==> src/lockstep_pkg.sv <==
/* Shared definitions for the lockstep TCDM checker: the copy depth type,
 * the bus widths and the per-byte parity function used as ECC. */
package lockstep_pkg;

  // how much of each stream is duplicated and compared.
  typedef enum logic [1:0] {
    copy_full,      // everything is copied.
    copy_no_ecc,    // ecc stays on the main stream.
    copy_no_data,   // data stays on the main stream.
    copy_ctrl_only  // only control fields are copied.
  } copy_type_t;

  localparam int unsigned ADDR_W = 12;          // byte address.
  localparam int unsigned DATA_W = 32;
  localparam int unsigned BE_W   = DATA_W / 8;  // one enable and one parity bit per byte.
  localparam int unsigned ID_W   = 4;

  // even parity over each byte of a word.
  function automatic logic [BE_W-1:0] parity_bytes(input logic [DATA_W-1:0] data);
    logic [BE_W-1:0] par;
    for (int b = 0; b < BE_W; b++) begin
      par[b] = ^data[8*b +: 8];
    end
    return par;
  endfunction

endpackage

==> src/tcdm_copy_source.sv <==
/* tcdm_copy_source: splits one initiator request into main and copy streams,
 * adds byte parity and compares the copy response with the main response. */
`timescale 1ns/1ps

module tcdm_copy_source #(
  parameter lockstep_pkg::copy_type_t COPY_TYPE = lockstep_pkg::copy_full
) (
  input  logic                            clk_i,
  input  logic                            rst_ni,
  input  logic                            req_i,
  input  logic                            wen_i,
  input  logic [lockstep_pkg::ADDR_W-1:0] add_i,
  input  logic [lockstep_pkg::BE_W-1:0]   be_i,
  input  logic [lockstep_pkg::DATA_W-1:0] data_i,
  input  logic [lockstep_pkg::ID_W-1:0]   id_i,
  output logic                            gnt_o,
  output logic                            r_valid_o,
  output logic [lockstep_pkg::DATA_W-1:0] r_data_o,
  output logic [lockstep_pkg::ID_W-1:0]   r_id_o,
  output logic                            fault_o,
  output logic                            main_req, main_wen, copy_req, copy_wen,
  output logic [lockstep_pkg::ADDR_W-1:0] main_add, copy_add,
  output logic [lockstep_pkg::BE_W-1:0]   main_be, main_ecc, copy_be, copy_ecc,
  output logic [lockstep_pkg::DATA_W-1:0] main_data, copy_data,
  output logic [lockstep_pkg::ID_W-1:0]   main_id, copy_id,
  input  logic                            main_gnt, main_r_valid, copy_gnt, copy_r_valid,
  input  logic [lockstep_pkg::DATA_W-1:0] main_r_data, copy_r_data,
  input  logic [lockstep_pkg::BE_W-1:0]   main_r_ecc, copy_r_ecc,
  input  logic [lockstep_pkg::ID_W-1:0]   main_r_id, copy_r_id
);

  localparam bit has_data = (COPY_TYPE == lockstep_pkg::copy_full) ||
                            (COPY_TYPE == lockstep_pkg::copy_no_ecc);
  localparam bit has_ecc  = (COPY_TYPE == lockstep_pkg::copy_full) ||
                            (COPY_TYPE == lockstep_pkg::copy_no_data);

  logic [lockstep_pkg::BE_W-1:0] wr_ecc;
  logic                          ctrl_fault, data_fault, ecc_fault;
  logic [2:0]                    outstanding;  // requests without a response yet.

  assign wr_ecc = lockstep_pkg::parity_bytes(data_i);

  // main stream gets the whole request.
  assign main_req  = req_i;
  assign main_wen  = wen_i;
  assign main_add  = add_i;
  assign main_be   = be_i;
  assign main_data = data_i;
  assign main_ecc  = wr_ecc;
  assign main_id   = id_i;

  // copy stream; removed fields are tied low.
  assign copy_req  = req_i;
  assign copy_wen  = wen_i;
  assign copy_add  = add_i;
  assign copy_be   = be_i;
  assign copy_id   = id_i;
  assign copy_data = has_data ? data_i : '0;
  assign copy_ecc  = has_ecc ? wr_ecc : '0;

  // the initiator only ever sees the main response.
  assign gnt_o     = main_gnt;
  assign r_valid_o = main_r_valid;
  assign r_data_o  = main_r_data;
  assign r_id_o    = main_r_id;

  assign ctrl_fault = (main_gnt != copy_gnt) | (main_r_valid != copy_r_valid) |
                      (main_r_valid & (main_r_id != copy_r_id));
  assign data_fault = has_data & main_r_valid & (main_r_data != copy_r_data);
  assign ecc_fault  = has_ecc & main_r_valid & (main_r_ecc != copy_r_ecc);

  always_ff @(posedge clk_i or negedge rst_ni) begin
    if (!rst_ni) begin
      fault_o     <= 1'b0;
      outstanding <= '0;
    end else begin
      fault_o     <= ctrl_fault | data_fault | ecc_fault;  // registered to cut the path.
      outstanding <= outstanding + 3'(req_i & main_gnt) - 3'(main_r_valid);
    end
  end

  // a response has to belong to a request granted in an earlier cycle.
  assert property (@(posedge clk_i) disable iff (!rst_ni) main_r_valid |-> outstanding != '0);

endmodule

==> src/tcdm_pipe_stage.sv <==
/* tcdm_pipe_stage: one register slice per stream and direction, with
 * fault injection masks on the copy request and the copy response. */
`timescale 1ns/1ps

module tcdm_pipe_stage #(
  parameter lockstep_pkg::copy_type_t COPY_TYPE = lockstep_pkg::copy_full
) (
  input  logic                            clk_i,
  input  logic                            rst_ni,
  input  logic [lockstep_pkg::DATA_W-1:0] req_flip_i,
  input  logic [lockstep_pkg::DATA_W-1:0] rsp_flip_i,
  // upstream side, towards the source.
  input  logic                            up_main_req, up_main_wen, up_copy_req, up_copy_wen,
  input  logic [lockstep_pkg::ADDR_W-1:0] up_main_add, up_copy_add,
  input  logic [lockstep_pkg::BE_W-1:0]   up_main_be, up_main_ecc, up_copy_be, up_copy_ecc,
  input  logic [lockstep_pkg::DATA_W-1:0] up_main_data, up_copy_data,
  input  logic [lockstep_pkg::ID_W-1:0]   up_main_id, up_copy_id,
  output logic                            up_main_gnt, up_main_r_valid,
  output logic                            up_copy_gnt, up_copy_r_valid,
  output logic [lockstep_pkg::DATA_W-1:0] up_main_r_data, up_copy_r_data,
  output logic [lockstep_pkg::BE_W-1:0]   up_main_r_ecc, up_copy_r_ecc,
  output logic [lockstep_pkg::ID_W-1:0]   up_main_r_id, up_copy_r_id,
  // downstream side, towards the sink.
  output logic                            dn_main_req, dn_main_wen, dn_copy_req, dn_copy_wen,
  output logic [lockstep_pkg::ADDR_W-1:0] dn_main_add, dn_copy_add,
  output logic [lockstep_pkg::BE_W-1:0]   dn_main_be, dn_main_ecc, dn_copy_be, dn_copy_ecc,
  output logic [lockstep_pkg::DATA_W-1:0] dn_main_data, dn_copy_data,
  output logic [lockstep_pkg::ID_W-1:0]   dn_main_id, dn_copy_id,
  input  logic                            dn_main_gnt, dn_main_r_valid,
  input  logic                            dn_copy_gnt, dn_copy_r_valid,
  input  logic [lockstep_pkg::DATA_W-1:0] dn_main_r_data, dn_copy_r_data,
  input  logic [lockstep_pkg::BE_W-1:0]   dn_main_r_ecc, dn_copy_r_ecc,
  input  logic [lockstep_pkg::ID_W-1:0]   dn_main_r_id, dn_copy_r_id
);

  localparam bit has_data = (COPY_TYPE == lockstep_pkg::copy_full) ||
                            (COPY_TYPE == lockstep_pkg::copy_no_ecc);
  localparam bit has_ecc  = (COPY_TYPE == lockstep_pkg::copy_full) ||
                            (COPY_TYPE == lockstep_pkg::copy_no_data);

  assign up_main_gnt = dn_main_gnt;  // grant is not registered.
  assign up_copy_gnt = dn_copy_gnt;

  // **************************************************
  // valid bits, cleared by reset
  // **************************************************
  always_ff @(posedge clk_i or negedge rst_ni) begin
    if (!rst_ni) begin
      dn_main_req     <= 1'b0;
      dn_copy_req     <= 1'b0;
      up_main_r_valid <= 1'b0;
      up_copy_r_valid <= 1'b0;
    end else begin
      dn_main_req     <= up_main_req;
      dn_copy_req     <= up_copy_req;
      up_main_r_valid <= dn_main_r_valid;
      up_copy_r_valid <= dn_copy_r_valid;
    end
  end

  // **************************************************
  // payload slices
  // **************************************************
  always_ff @(posedge clk_i) begin
    dn_main_wen    <= up_main_wen;
    dn_main_add    <= up_main_add;
    dn_main_be     <= up_main_be;
    dn_main_data   <= up_main_data;
    dn_main_ecc    <= up_main_ecc;
    dn_main_id     <= up_main_id;
    up_main_r_data <= dn_main_r_data;
    up_main_r_ecc  <= dn_main_r_ecc;
    up_main_r_id   <= dn_main_r_id;
    dn_copy_wen    <= up_copy_wen;
    dn_copy_be     <= up_copy_be;
    dn_copy_id     <= up_copy_id;
    // without a data copy the masks land on address and id instead.
    dn_copy_add    <= has_data ? up_copy_add
                               : up_copy_add ^ req_flip_i[lockstep_pkg::ADDR_W-1:0];
    up_copy_r_id   <= has_data ? dn_copy_r_id
                               : dn_copy_r_id ^ rsp_flip_i[lockstep_pkg::ID_W-1:0];
  end

  if (has_data) begin : g_copy_data
    always_ff @(posedge clk_i) begin
      dn_copy_data   <= up_copy_data ^ req_flip_i;
      up_copy_r_data <= dn_copy_r_data ^ rsp_flip_i;
    end
  end else begin : g_no_copy_data
    assign dn_copy_data   = '0;
    assign up_copy_r_data = '0;
  end

  if (has_ecc) begin : g_copy_ecc
    always_ff @(posedge clk_i) begin
      dn_copy_ecc   <= up_copy_ecc;
      up_copy_r_ecc <= dn_copy_r_ecc;
    end
  end else begin : g_no_copy_ecc
    assign dn_copy_ecc   = '0;
    assign up_copy_r_ecc = '0;
  end

endmodule

==> src/tcdm_copy_sink.sv <==
/* tcdm_copy_sink: forwards the main request to the memory, checks the copy
 * request against it and mirrors the memory response onto both streams. */
`timescale 1ns/1ps

module tcdm_copy_sink #(
  parameter lockstep_pkg::copy_type_t COPY_TYPE = lockstep_pkg::copy_full
) (
  input  logic                            clk_i,
  input  logic                            rst_ni,
  input  logic                            main_req, main_wen, copy_req, copy_wen,
  input  logic [lockstep_pkg::ADDR_W-1:0] main_add, copy_add,
  input  logic [lockstep_pkg::BE_W-1:0]   main_be, main_ecc, copy_be, copy_ecc,
  input  logic [lockstep_pkg::DATA_W-1:0] main_data, copy_data,
  input  logic [lockstep_pkg::ID_W-1:0]   main_id, copy_id,
  output logic                            main_gnt, main_r_valid, copy_gnt, copy_r_valid,
  output logic [lockstep_pkg::DATA_W-1:0] main_r_data, copy_r_data,
  output logic [lockstep_pkg::BE_W-1:0]   main_r_ecc, copy_r_ecc,
  output logic [lockstep_pkg::ID_W-1:0]   main_r_id, copy_r_id,
  // memory side.
  output logic                            mem_req, mem_wen,
  output logic [lockstep_pkg::ADDR_W-1:0] mem_add,
  output logic [lockstep_pkg::BE_W-1:0]   mem_be, mem_ecc,
  output logic [lockstep_pkg::DATA_W-1:0] mem_data,
  output logic [lockstep_pkg::ID_W-1:0]   mem_id,
  input  logic                            mem_gnt, mem_r_valid,
  input  logic [lockstep_pkg::DATA_W-1:0] mem_r_data,
  input  logic [lockstep_pkg::BE_W-1:0]   mem_r_ecc,
  input  logic [lockstep_pkg::ID_W-1:0]   mem_r_id,
  output logic                            fault_o
);

  localparam bit has_data = (COPY_TYPE == lockstep_pkg::copy_full) ||
                            (COPY_TYPE == lockstep_pkg::copy_no_ecc);
  localparam bit has_ecc  = (COPY_TYPE == lockstep_pkg::copy_full) ||
                            (COPY_TYPE == lockstep_pkg::copy_no_data);

  logic ctrl_fault, data_fault, ecc_fault;

  // only the main request reaches the memory.
  assign mem_req  = main_req;
  assign mem_wen  = main_wen;
  assign mem_add  = main_add;
  assign mem_be   = main_be;
  assign mem_data = main_data;
  assign mem_ecc  = main_ecc;
  assign mem_id   = main_id;

  assign main_gnt     = mem_gnt;
  assign main_r_valid = mem_r_valid;
  assign main_r_data  = mem_r_data;
  assign main_r_ecc   = mem_r_ecc;
  assign main_r_id    = mem_r_id;

  // the copy response is a mirror of the main one.
  assign copy_gnt     = mem_gnt;
  assign copy_r_valid = mem_r_valid;
  assign copy_r_id    = mem_r_id;
  assign copy_r_data  = has_data ? mem_r_data : '0;
  assign copy_r_ecc   = has_ecc ? mem_r_ecc : '0;

  assign ctrl_fault = (main_req != copy_req) | (main_wen != copy_wen) |
                      (main_add != copy_add) | (main_be != copy_be) |
                      (main_id != copy_id);
  assign data_fault = has_data & (main_data != copy_data);
  assign ecc_fault  = has_ecc & (main_ecc != copy_ecc);  // catches ecc damage in the stage.

  always_ff @(posedge clk_i or negedge rst_ni) begin
    if (!rst_ni) begin
      fault_o <= 1'b0;
    end else begin
      fault_o <= ctrl_fault | data_fault | ecc_fault;
    end
  end

  // the copy stream borrows the memory grant, so a copy request must see it high.
  assert property (@(posedge clk_i) disable iff (!rst_ni) copy_req |-> copy_gnt);

endmodule

==> src/tcdm_sram_target.sv <==
/* tcdm_sram_target: 64-word byte-enabled memory that always grants,
 * drops bytes with bad parity and answers one cycle after each request. */
`timescale 1ns/1ps

module tcdm_sram_target (
  input  logic                            clk_i,
  input  logic                            rst_ni,
  input  logic                            req,
  input  logic [lockstep_pkg::ADDR_W-1:0] add,
  input  logic                            wen,  // 1 is a read.
  input  logic [lockstep_pkg::BE_W-1:0]   be,
  input  logic [lockstep_pkg::DATA_W-1:0] data,
  input  logic [lockstep_pkg::BE_W-1:0]   ecc,
  input  logic [lockstep_pkg::ID_W-1:0]   id,
  output logic                            gnt,
  output logic                            r_valid,
  output logic [lockstep_pkg::DATA_W-1:0] r_data,
  output logic [lockstep_pkg::BE_W-1:0]   r_ecc,
  output logic [lockstep_pkg::ID_W-1:0]   r_id
);

  localparam int unsigned depth = 64;

  logic [lockstep_pkg::DATA_W-1:0] mem_q [depth];
  logic [$clog2(depth)-1:0]        idx;     // word address.
  logic [lockstep_pkg::BE_W-1:0]   par_ok;  // byte parity matches its data.

  assign idx    = add[2 +: $clog2(depth)];
  assign par_ok = ~(ecc ^ lockstep_pkg::parity_bytes(data));
  assign gnt    = 1'b1;  // never stalls.

  always_ff @(posedge clk_i) begin
    if (req && !wen) begin
      for (int b = 0; b < lockstep_pkg::BE_W; b++) begin
        if (be[b] && par_ok[b]) begin
          mem_q[idx][8*b +: 8] <= data[8*b +: 8];
        end
      end
    end
    if (req) begin
      r_data <= mem_q[idx];  // old word, also on writes.
      r_ecc  <= lockstep_pkg::parity_bytes(mem_q[idx]);
      r_id   <= id;
    end
  end

  always_ff @(posedge clk_i or negedge rst_ni) begin
    if (!rst_ni) begin
      r_valid <= 1'b0;
    end else begin
      r_valid <= req & gnt;
    end
  end

endmodule

==> src/lockstep_tcdm_top.sv <==
/* lockstep_tcdm_top: copy source, pipe stage, copy sink and SRAM target
 * in a chain, with request and response fault outputs. */
`timescale 1ns/1ps

module lockstep_tcdm_top #(
  parameter lockstep_pkg::copy_type_t COPY_TYPE = lockstep_pkg::copy_full
) (
  input  logic                            clk_i,
  input  logic                            rst_ni,
  input  logic                            req_i,
  input  logic [lockstep_pkg::ADDR_W-1:0] add_i,
  input  logic                            wen_i,
  input  logic [lockstep_pkg::BE_W-1:0]   be_i,
  input  logic [lockstep_pkg::DATA_W-1:0] data_i,
  input  logic [lockstep_pkg::ID_W-1:0]   id_i,
  input  logic [lockstep_pkg::DATA_W-1:0] req_flip_i,
  input  logic [lockstep_pkg::DATA_W-1:0] rsp_flip_i,
  output logic                            gnt_o,
  output logic                            r_valid_o,
  output logic [lockstep_pkg::DATA_W-1:0] r_data_o,
  output logic [lockstep_pkg::ID_W-1:0]   r_id_o,
  output logic                            req_fault_o,
  output logic                            rsp_fault_o
);

  // **************************************************
  // source to stage
  // **************************************************
  logic                            up_main_req, up_main_wen, up_main_gnt, up_main_r_valid;
  logic                            up_copy_req, up_copy_wen, up_copy_gnt, up_copy_r_valid;
  logic [lockstep_pkg::ADDR_W-1:0] up_main_add, up_copy_add;
  logic [lockstep_pkg::BE_W-1:0]   up_main_be, up_main_ecc, up_main_r_ecc;
  logic [lockstep_pkg::BE_W-1:0]   up_copy_be, up_copy_ecc, up_copy_r_ecc;
  logic [lockstep_pkg::DATA_W-1:0] up_main_data, up_main_r_data, up_copy_data, up_copy_r_data;
  logic [lockstep_pkg::ID_W-1:0]   up_main_id, up_main_r_id, up_copy_id, up_copy_r_id;

  // **************************************************
  // stage to sink, and sink to memory
  // **************************************************
  logic                            dn_main_req, dn_main_wen, dn_main_gnt, dn_main_r_valid;
  logic                            dn_copy_req, dn_copy_wen, dn_copy_gnt, dn_copy_r_valid;
  logic [lockstep_pkg::ADDR_W-1:0] dn_main_add, dn_copy_add;
  logic [lockstep_pkg::BE_W-1:0]   dn_main_be, dn_main_ecc, dn_main_r_ecc;
  logic [lockstep_pkg::BE_W-1:0]   dn_copy_be, dn_copy_ecc, dn_copy_r_ecc;
  logic [lockstep_pkg::DATA_W-1:0] dn_main_data, dn_main_r_data, dn_copy_data, dn_copy_r_data;
  logic [lockstep_pkg::ID_W-1:0]   dn_main_id, dn_main_r_id, dn_copy_id, dn_copy_r_id;
  logic                            mem_req, mem_wen, mem_gnt, mem_r_valid;
  logic [lockstep_pkg::ADDR_W-1:0] mem_add;
  logic [lockstep_pkg::BE_W-1:0]   mem_be, mem_ecc, mem_r_ecc;
  logic [lockstep_pkg::DATA_W-1:0] mem_data, mem_r_data;
  logic [lockstep_pkg::ID_W-1:0]   mem_id, mem_r_id;

  tcdm_copy_source #(.COPY_TYPE(COPY_TYPE)) i_copy_source (
    .clk_i, .rst_ni, .req_i, .wen_i, .add_i, .be_i, .data_i, .id_i,
    .gnt_o, .r_valid_o, .r_data_o, .r_id_o, .fault_o(rsp_fault_o),
    .main_req(up_main_req), .main_wen(up_main_wen), .main_add(up_main_add),
    .main_be(up_main_be), .main_ecc(up_main_ecc), .main_data(up_main_data),
    .main_id(up_main_id), .main_gnt(up_main_gnt), .main_r_valid(up_main_r_valid),
    .main_r_data(up_main_r_data), .main_r_ecc(up_main_r_ecc), .main_r_id(up_main_r_id),
    .copy_req(up_copy_req), .copy_wen(up_copy_wen), .copy_add(up_copy_add),
    .copy_be(up_copy_be), .copy_ecc(up_copy_ecc), .copy_data(up_copy_data),
    .copy_id(up_copy_id), .copy_gnt(up_copy_gnt), .copy_r_valid(up_copy_r_valid),
    .copy_r_data(up_copy_r_data), .copy_r_ecc(up_copy_r_ecc), .copy_r_id(up_copy_r_id)
  );

  tcdm_pipe_stage #(.COPY_TYPE(COPY_TYPE)) i_pipe_stage (
    .clk_i, .rst_ni, .req_flip_i, .rsp_flip_i,
    .up_main_req, .up_main_wen, .up_main_add, .up_main_be, .up_main_ecc, .up_main_data,
    .up_main_id, .up_main_gnt, .up_main_r_valid, .up_main_r_data, .up_main_r_ecc,
    .up_main_r_id,
    .up_copy_req, .up_copy_wen, .up_copy_add, .up_copy_be, .up_copy_ecc, .up_copy_data,
    .up_copy_id, .up_copy_gnt, .up_copy_r_valid, .up_copy_r_data, .up_copy_r_ecc,
    .up_copy_r_id,
    .dn_main_req, .dn_main_wen, .dn_main_add, .dn_main_be, .dn_main_ecc, .dn_main_data,
    .dn_main_id, .dn_main_gnt, .dn_main_r_valid, .dn_main_r_data, .dn_main_r_ecc,
    .dn_main_r_id,
    .dn_copy_req, .dn_copy_wen, .dn_copy_add, .dn_copy_be, .dn_copy_ecc, .dn_copy_data,
    .dn_copy_id, .dn_copy_gnt, .dn_copy_r_valid, .dn_copy_r_data, .dn_copy_r_ecc,
    .dn_copy_r_id
  );

  tcdm_copy_sink #(.COPY_TYPE(COPY_TYPE)) i_copy_sink (
    .clk_i, .rst_ni, .fault_o(req_fault_o),
    .main_req(dn_main_req), .main_wen(dn_main_wen), .main_add(dn_main_add),
    .main_be(dn_main_be), .main_ecc(dn_main_ecc), .main_data(dn_main_data),
    .main_id(dn_main_id), .main_gnt(dn_main_gnt), .main_r_valid(dn_main_r_valid),
    .main_r_data(dn_main_r_data), .main_r_ecc(dn_main_r_ecc), .main_r_id(dn_main_r_id),
    .copy_req(dn_copy_req), .copy_wen(dn_copy_wen), .copy_add(dn_copy_add),
    .copy_be(dn_copy_be), .copy_ecc(dn_copy_ecc), .copy_data(dn_copy_data),
    .copy_id(dn_copy_id), .copy_gnt(dn_copy_gnt), .copy_r_valid(dn_copy_r_valid),
    .copy_r_data(dn_copy_r_data), .copy_r_ecc(dn_copy_r_ecc), .copy_r_id(dn_copy_r_id),
    .mem_req, .mem_wen, .mem_add, .mem_be, .mem_ecc, .mem_data, .mem_id,
    .mem_gnt, .mem_r_valid, .mem_r_data, .mem_r_ecc, .mem_r_id
  );

  tcdm_sram_target i_sram_target (
    .clk_i, .rst_ni, .req(mem_req), .add(mem_add), .wen(mem_wen), .be(mem_be),
    .data(mem_data), .ecc(mem_ecc), .id(mem_id), .gnt(mem_gnt), .r_valid(mem_r_valid),
    .r_data(mem_r_data), .r_ecc(mem_r_ecc), .r_id(mem_r_id)
  );

endmodule

==> config.mk <==
export PLATFORM = sky130hd
export DESIGN_NAME = lockstep_tcdm_top
export DESIGN_NICKNAME = d
export VERILOG_FILES = /design/src/lockstep_pkg.sv /design/src/tcdm_copy_source.sv /design/src/tcdm_pipe_stage.sv /design/src/tcdm_copy_sink.sv /design/src/tcdm_sram_target.sv /design/src/lockstep_tcdm_top.sv
export SDC_FILE = /design/constraint.sdc
export NUM_CORES = 2
export LEC_CHECK = 0
export ABC_CLOCK_PERIOD_IN_PS = 2800
export BUFFER_PORTS_ARGS = -buffer_cell sky130_fd_sc_hd__buf_2
export CAP_MARGIN = 20
export CORE_MARGIN = 1
export CORE_UTILIZATION = 37
export DETAILED_ROUTE_END_ITERATION = 8
export SLEW_MARGIN = 20
export SYNTH_ARGS = -nofsm -noshare
export SYNTH_HDL_FRONTEND = slang
export SYNTH_SLANG_ARGS = --single-unit
==> constraint.sdc <==
create_clock -name clk_i -period 2.8 [get_ports clk_i]
set_input_delay 0.14 -clock clk_i [delete_from_list [all_inputs] [get_ports clk_i]]
set_output_delay 0.14 -clock clk_i [all_outputs]
set_load 0.01 [all_outputs]
==> metrics.txt <==
DRC errors left=0; final setup vio count=17; peak supply drop=555 uV; Post-Route WL=between 200 and 300 mm; final std cells w/o fill=9230; post-synthesis sequential area ratio=between 70 and 80%; DR pass1 iterations=8; most common cell after layout, fill and taps aside=edfxtp_1; largest area contributor in the netlist=edfxtp_1; Ports=160; Die W=479 um; IO buf count=152; commonest non-fill, non-tap cells in the layout=edfxtp_1, buf_4, a22oi_1; netlist area before placement=approximately 0.084 sq mm; CP max FO=38; yosys warns=0; GRT Total Usage=22.6%; Starting Density=a little under two fifths; Leakage=0.0353 uW; Placed Instances=8531; Max Slew Vio Count=0; critical path endpoint category=register; Nets=6155; Worst Hold Depth=3; final worst slack=-0.0634 ns; mean area per synthesized cell=~17 sq um; post-route antenna net violation count=0; maximum clock path buffer count=3; Fmax achieved=0.349 GHz; relative slew slack=about two fifths; H-tree depth=4; initial antenna violation count=16; pwr dens=681 mW/mm^2; clock latency on the worst-skew pair=0.87 ns; Hold Fails Final Rpt=0; hold crit path type=in2reg; worst-margin pin slew=0.914 ns; violated checks=setup timing; Period minus WS final=2.86 ns; area of the core=0.226 sq mm; Post-Syn Nets=5041; fin util=between 40 and 50%; CTS tree=done; vias in the first global route=51456; ys flop type=edfxtp_1; Mapped Cells=between 4000 and 5000; Crit path required time=3.41 ns; Sink Count=about 2200; Core Rows=174; Clock transition at path regs=roughly 0.07 ns; Via-to-Cell Ratio=5.68; Root Buffer=clkbuf_16; critical path class=reg2reg; Post-synth EDFFs=2084; Vias=about 52000; max_cap viols=0; final global-route overflow total=0; Clock Skews=0.0497 ns; top-area cell type share of the netlist area=74.3%; status=finished with violations; Area Overhead vs Synth=26.1%; Num CTS Buffers=215; RSZ-0062 raised after global routing=yes; Avg WL per Cell=28.8 um; Die Y=479 um; synth unique cells=56; global-route wire length before repair=373 mm; Routability Congestion=approximately 0.89; final instance area=approximately 0.11 sq mm; arrival time at the worst endpoint=approximately 3.5 ns; fin crit share=102%; Worst Setup Start Kind=register; placed cell area=0.0948 sq mm; cells on worst reg2reg path=10; die area=between 0.2 and 0.25 sq mm; Detailed Route Iter0 Violations=6594; flops & latches, synth=2240; layout cells sized above 1=about 27%; post-synthesis async set-or-reset flop share=less than 1%; largest cells by area after synthesis=edfxtp_1, a22oi_1, dfxtp_1; HPWL after DPL=about 170 mm; largest net degree at the start of global routing=65
logic make-up (layout without fill, tap and decap cells):
kind of cell              count (synthesis)  count (layout)  synth area share, %
and+or+nand+nor                         678             682                 3.53
muxes                                   309             309                 4.49
DFF                                    2240            2240                 78.1
AOI/OAI and AO/OA                      1165            1165                 10.2
other                                     1              20              0.00445
buffers and inverters                   340            1634                 1.75
xor gates and xnor gates                188             188                 1.96
what timing repair did:
action | CTS | global route
gates resized for setup | 85 | 143
endpoints found under the setup margin | 66 | 28
buffers inserted | 28 | 16
pin swaps | 20 | 38
hold endpoints to repair | 121 | 0
gates cloned | 9 | 4
hold buffers | 224 | 0
through the flow:
stage	total power (uW)	setup TNS, ns	worst slack [ns]	hold slack (ns)
finish	72300	-0.390	-0.0634	0.0357
global route	74200	-0.963	-0.102	0.000817
CTS	72400	-0.0642	-0.0223	0.000175
detailed placement	42600	-2.60	-0.211	-0.0372
global placement	42500	-1.68	-0.165	-0.0408
floorplan	40100	-38.07	-0.0795	-0.156
metal layers:
metal  share of wire [%]  GRT usage, %
met1                  39          30.3
met2                  47          36.2
met3                  10          5.06
met4                 3.7          8.21
met5               0.010             0
where the power goes:
group	switching [uW]	total [uW]	internal, uW
clock	12900	29800	16900
sequential	321	37300	37000
combinational	3140	5220	2080
total	16300	72300	56000
state kept, by name, indices dropped and copies added (netlist names), 6 cells and up:
| signal | flops |
|---|---|
| i_sram_target.mem_q | 2048 |
| i_pipe_stage.dn_main_data | 32 |
| i_pipe_stage.dn_main_add | 6 |
| i_pipe_stage.up_main_r_data | 32 |
| i_pipe_stage.up_copy_r_data | 32 |
| i_sram_target.r_data | 32 |
| i_pipe_stage.dn_copy_data | 32 |
cell usage after synthesis, types with 24 or more instances:
| library cell | n |
|---|---|
| buf_1 | 27 |
| o22ai_1 | 139 |
| nand2_1 | 138 |
| nor2_1 | 382 |
| a21oi_1 | 99 |
| dfxtp_1 | 151 |
| buf_2 | 107 |
| clkbuf_1 | 190 |
| mux2_2 | 91 |
| a22oi_1 | 441 |
| a221oi_1 | 227 |
| xnor2_1 | 116 |
| edfxtp_1 | 2084 |
| a22o_1 | 35 |
| or4_1 | 29 |
| a31oi_1 | 69 |
| xor2_1 | 72 |
| o22a_1 | 27 |
| o21ai_0 | 32 |
| nor3_1 | 24 |
| mux2i_1 | 172 |
| mux4_2 | 46 |
path summary, 6_finish.rpt:
| check | startpoint | end | slack, ns |
|---|---|---|---|
| min | rsp_flip_i[26] | i_pipe_stage.up_copy_r_data[26] | 0.04 |
| min reg2reg | i_sram_target.r_id[2] | i_pipe_stage.up_main_r_id[2] | 0.34 |
| max reg2reg | i_pipe_stage.dn_main_add[4] | i_sram_target.r_data[23] | -0.06 |
| min in group asynchronous | rst_ni | i_copy_source.fault_o | 0.22 |
| max | i_pipe_stage.dn_main_add[4] | i_sram_target.r_data[23] | -0.06 |
| max in group asynchronous | rst_ni | i_pipe_stage.dn_main_req | 2.34 |
cell type report:
class | count | area (sq um)
Multi-Input combinational cell | 2345 | 18100
Antenna cell | 19 | 47.5
Tap cell | 2992 | 3740
Clock inverter | 141 | 1480
Timing Repair Buffer | 1229 | 11200
Inverter | 4 | 22.5
Fill cell | 18985 | 119000
Sequential cell | 2240 | 65800
Clock buffer | 260 | 5800
worst max-delay path, cell delays in order (launching register included):
cell and delay (ns):
dfxtp_4 0.40, buf_12 0.16, buf_4 0.14, nor2b_4 0.18, buf_12 0.20, a22o_1 0.29
a22oi_2 0.15, o21ai_1 0.13, a22o_1 0.25, buf_12 0.16, or4_1 0.48
No activity file was read; power rests on OpenSTA's default activity.
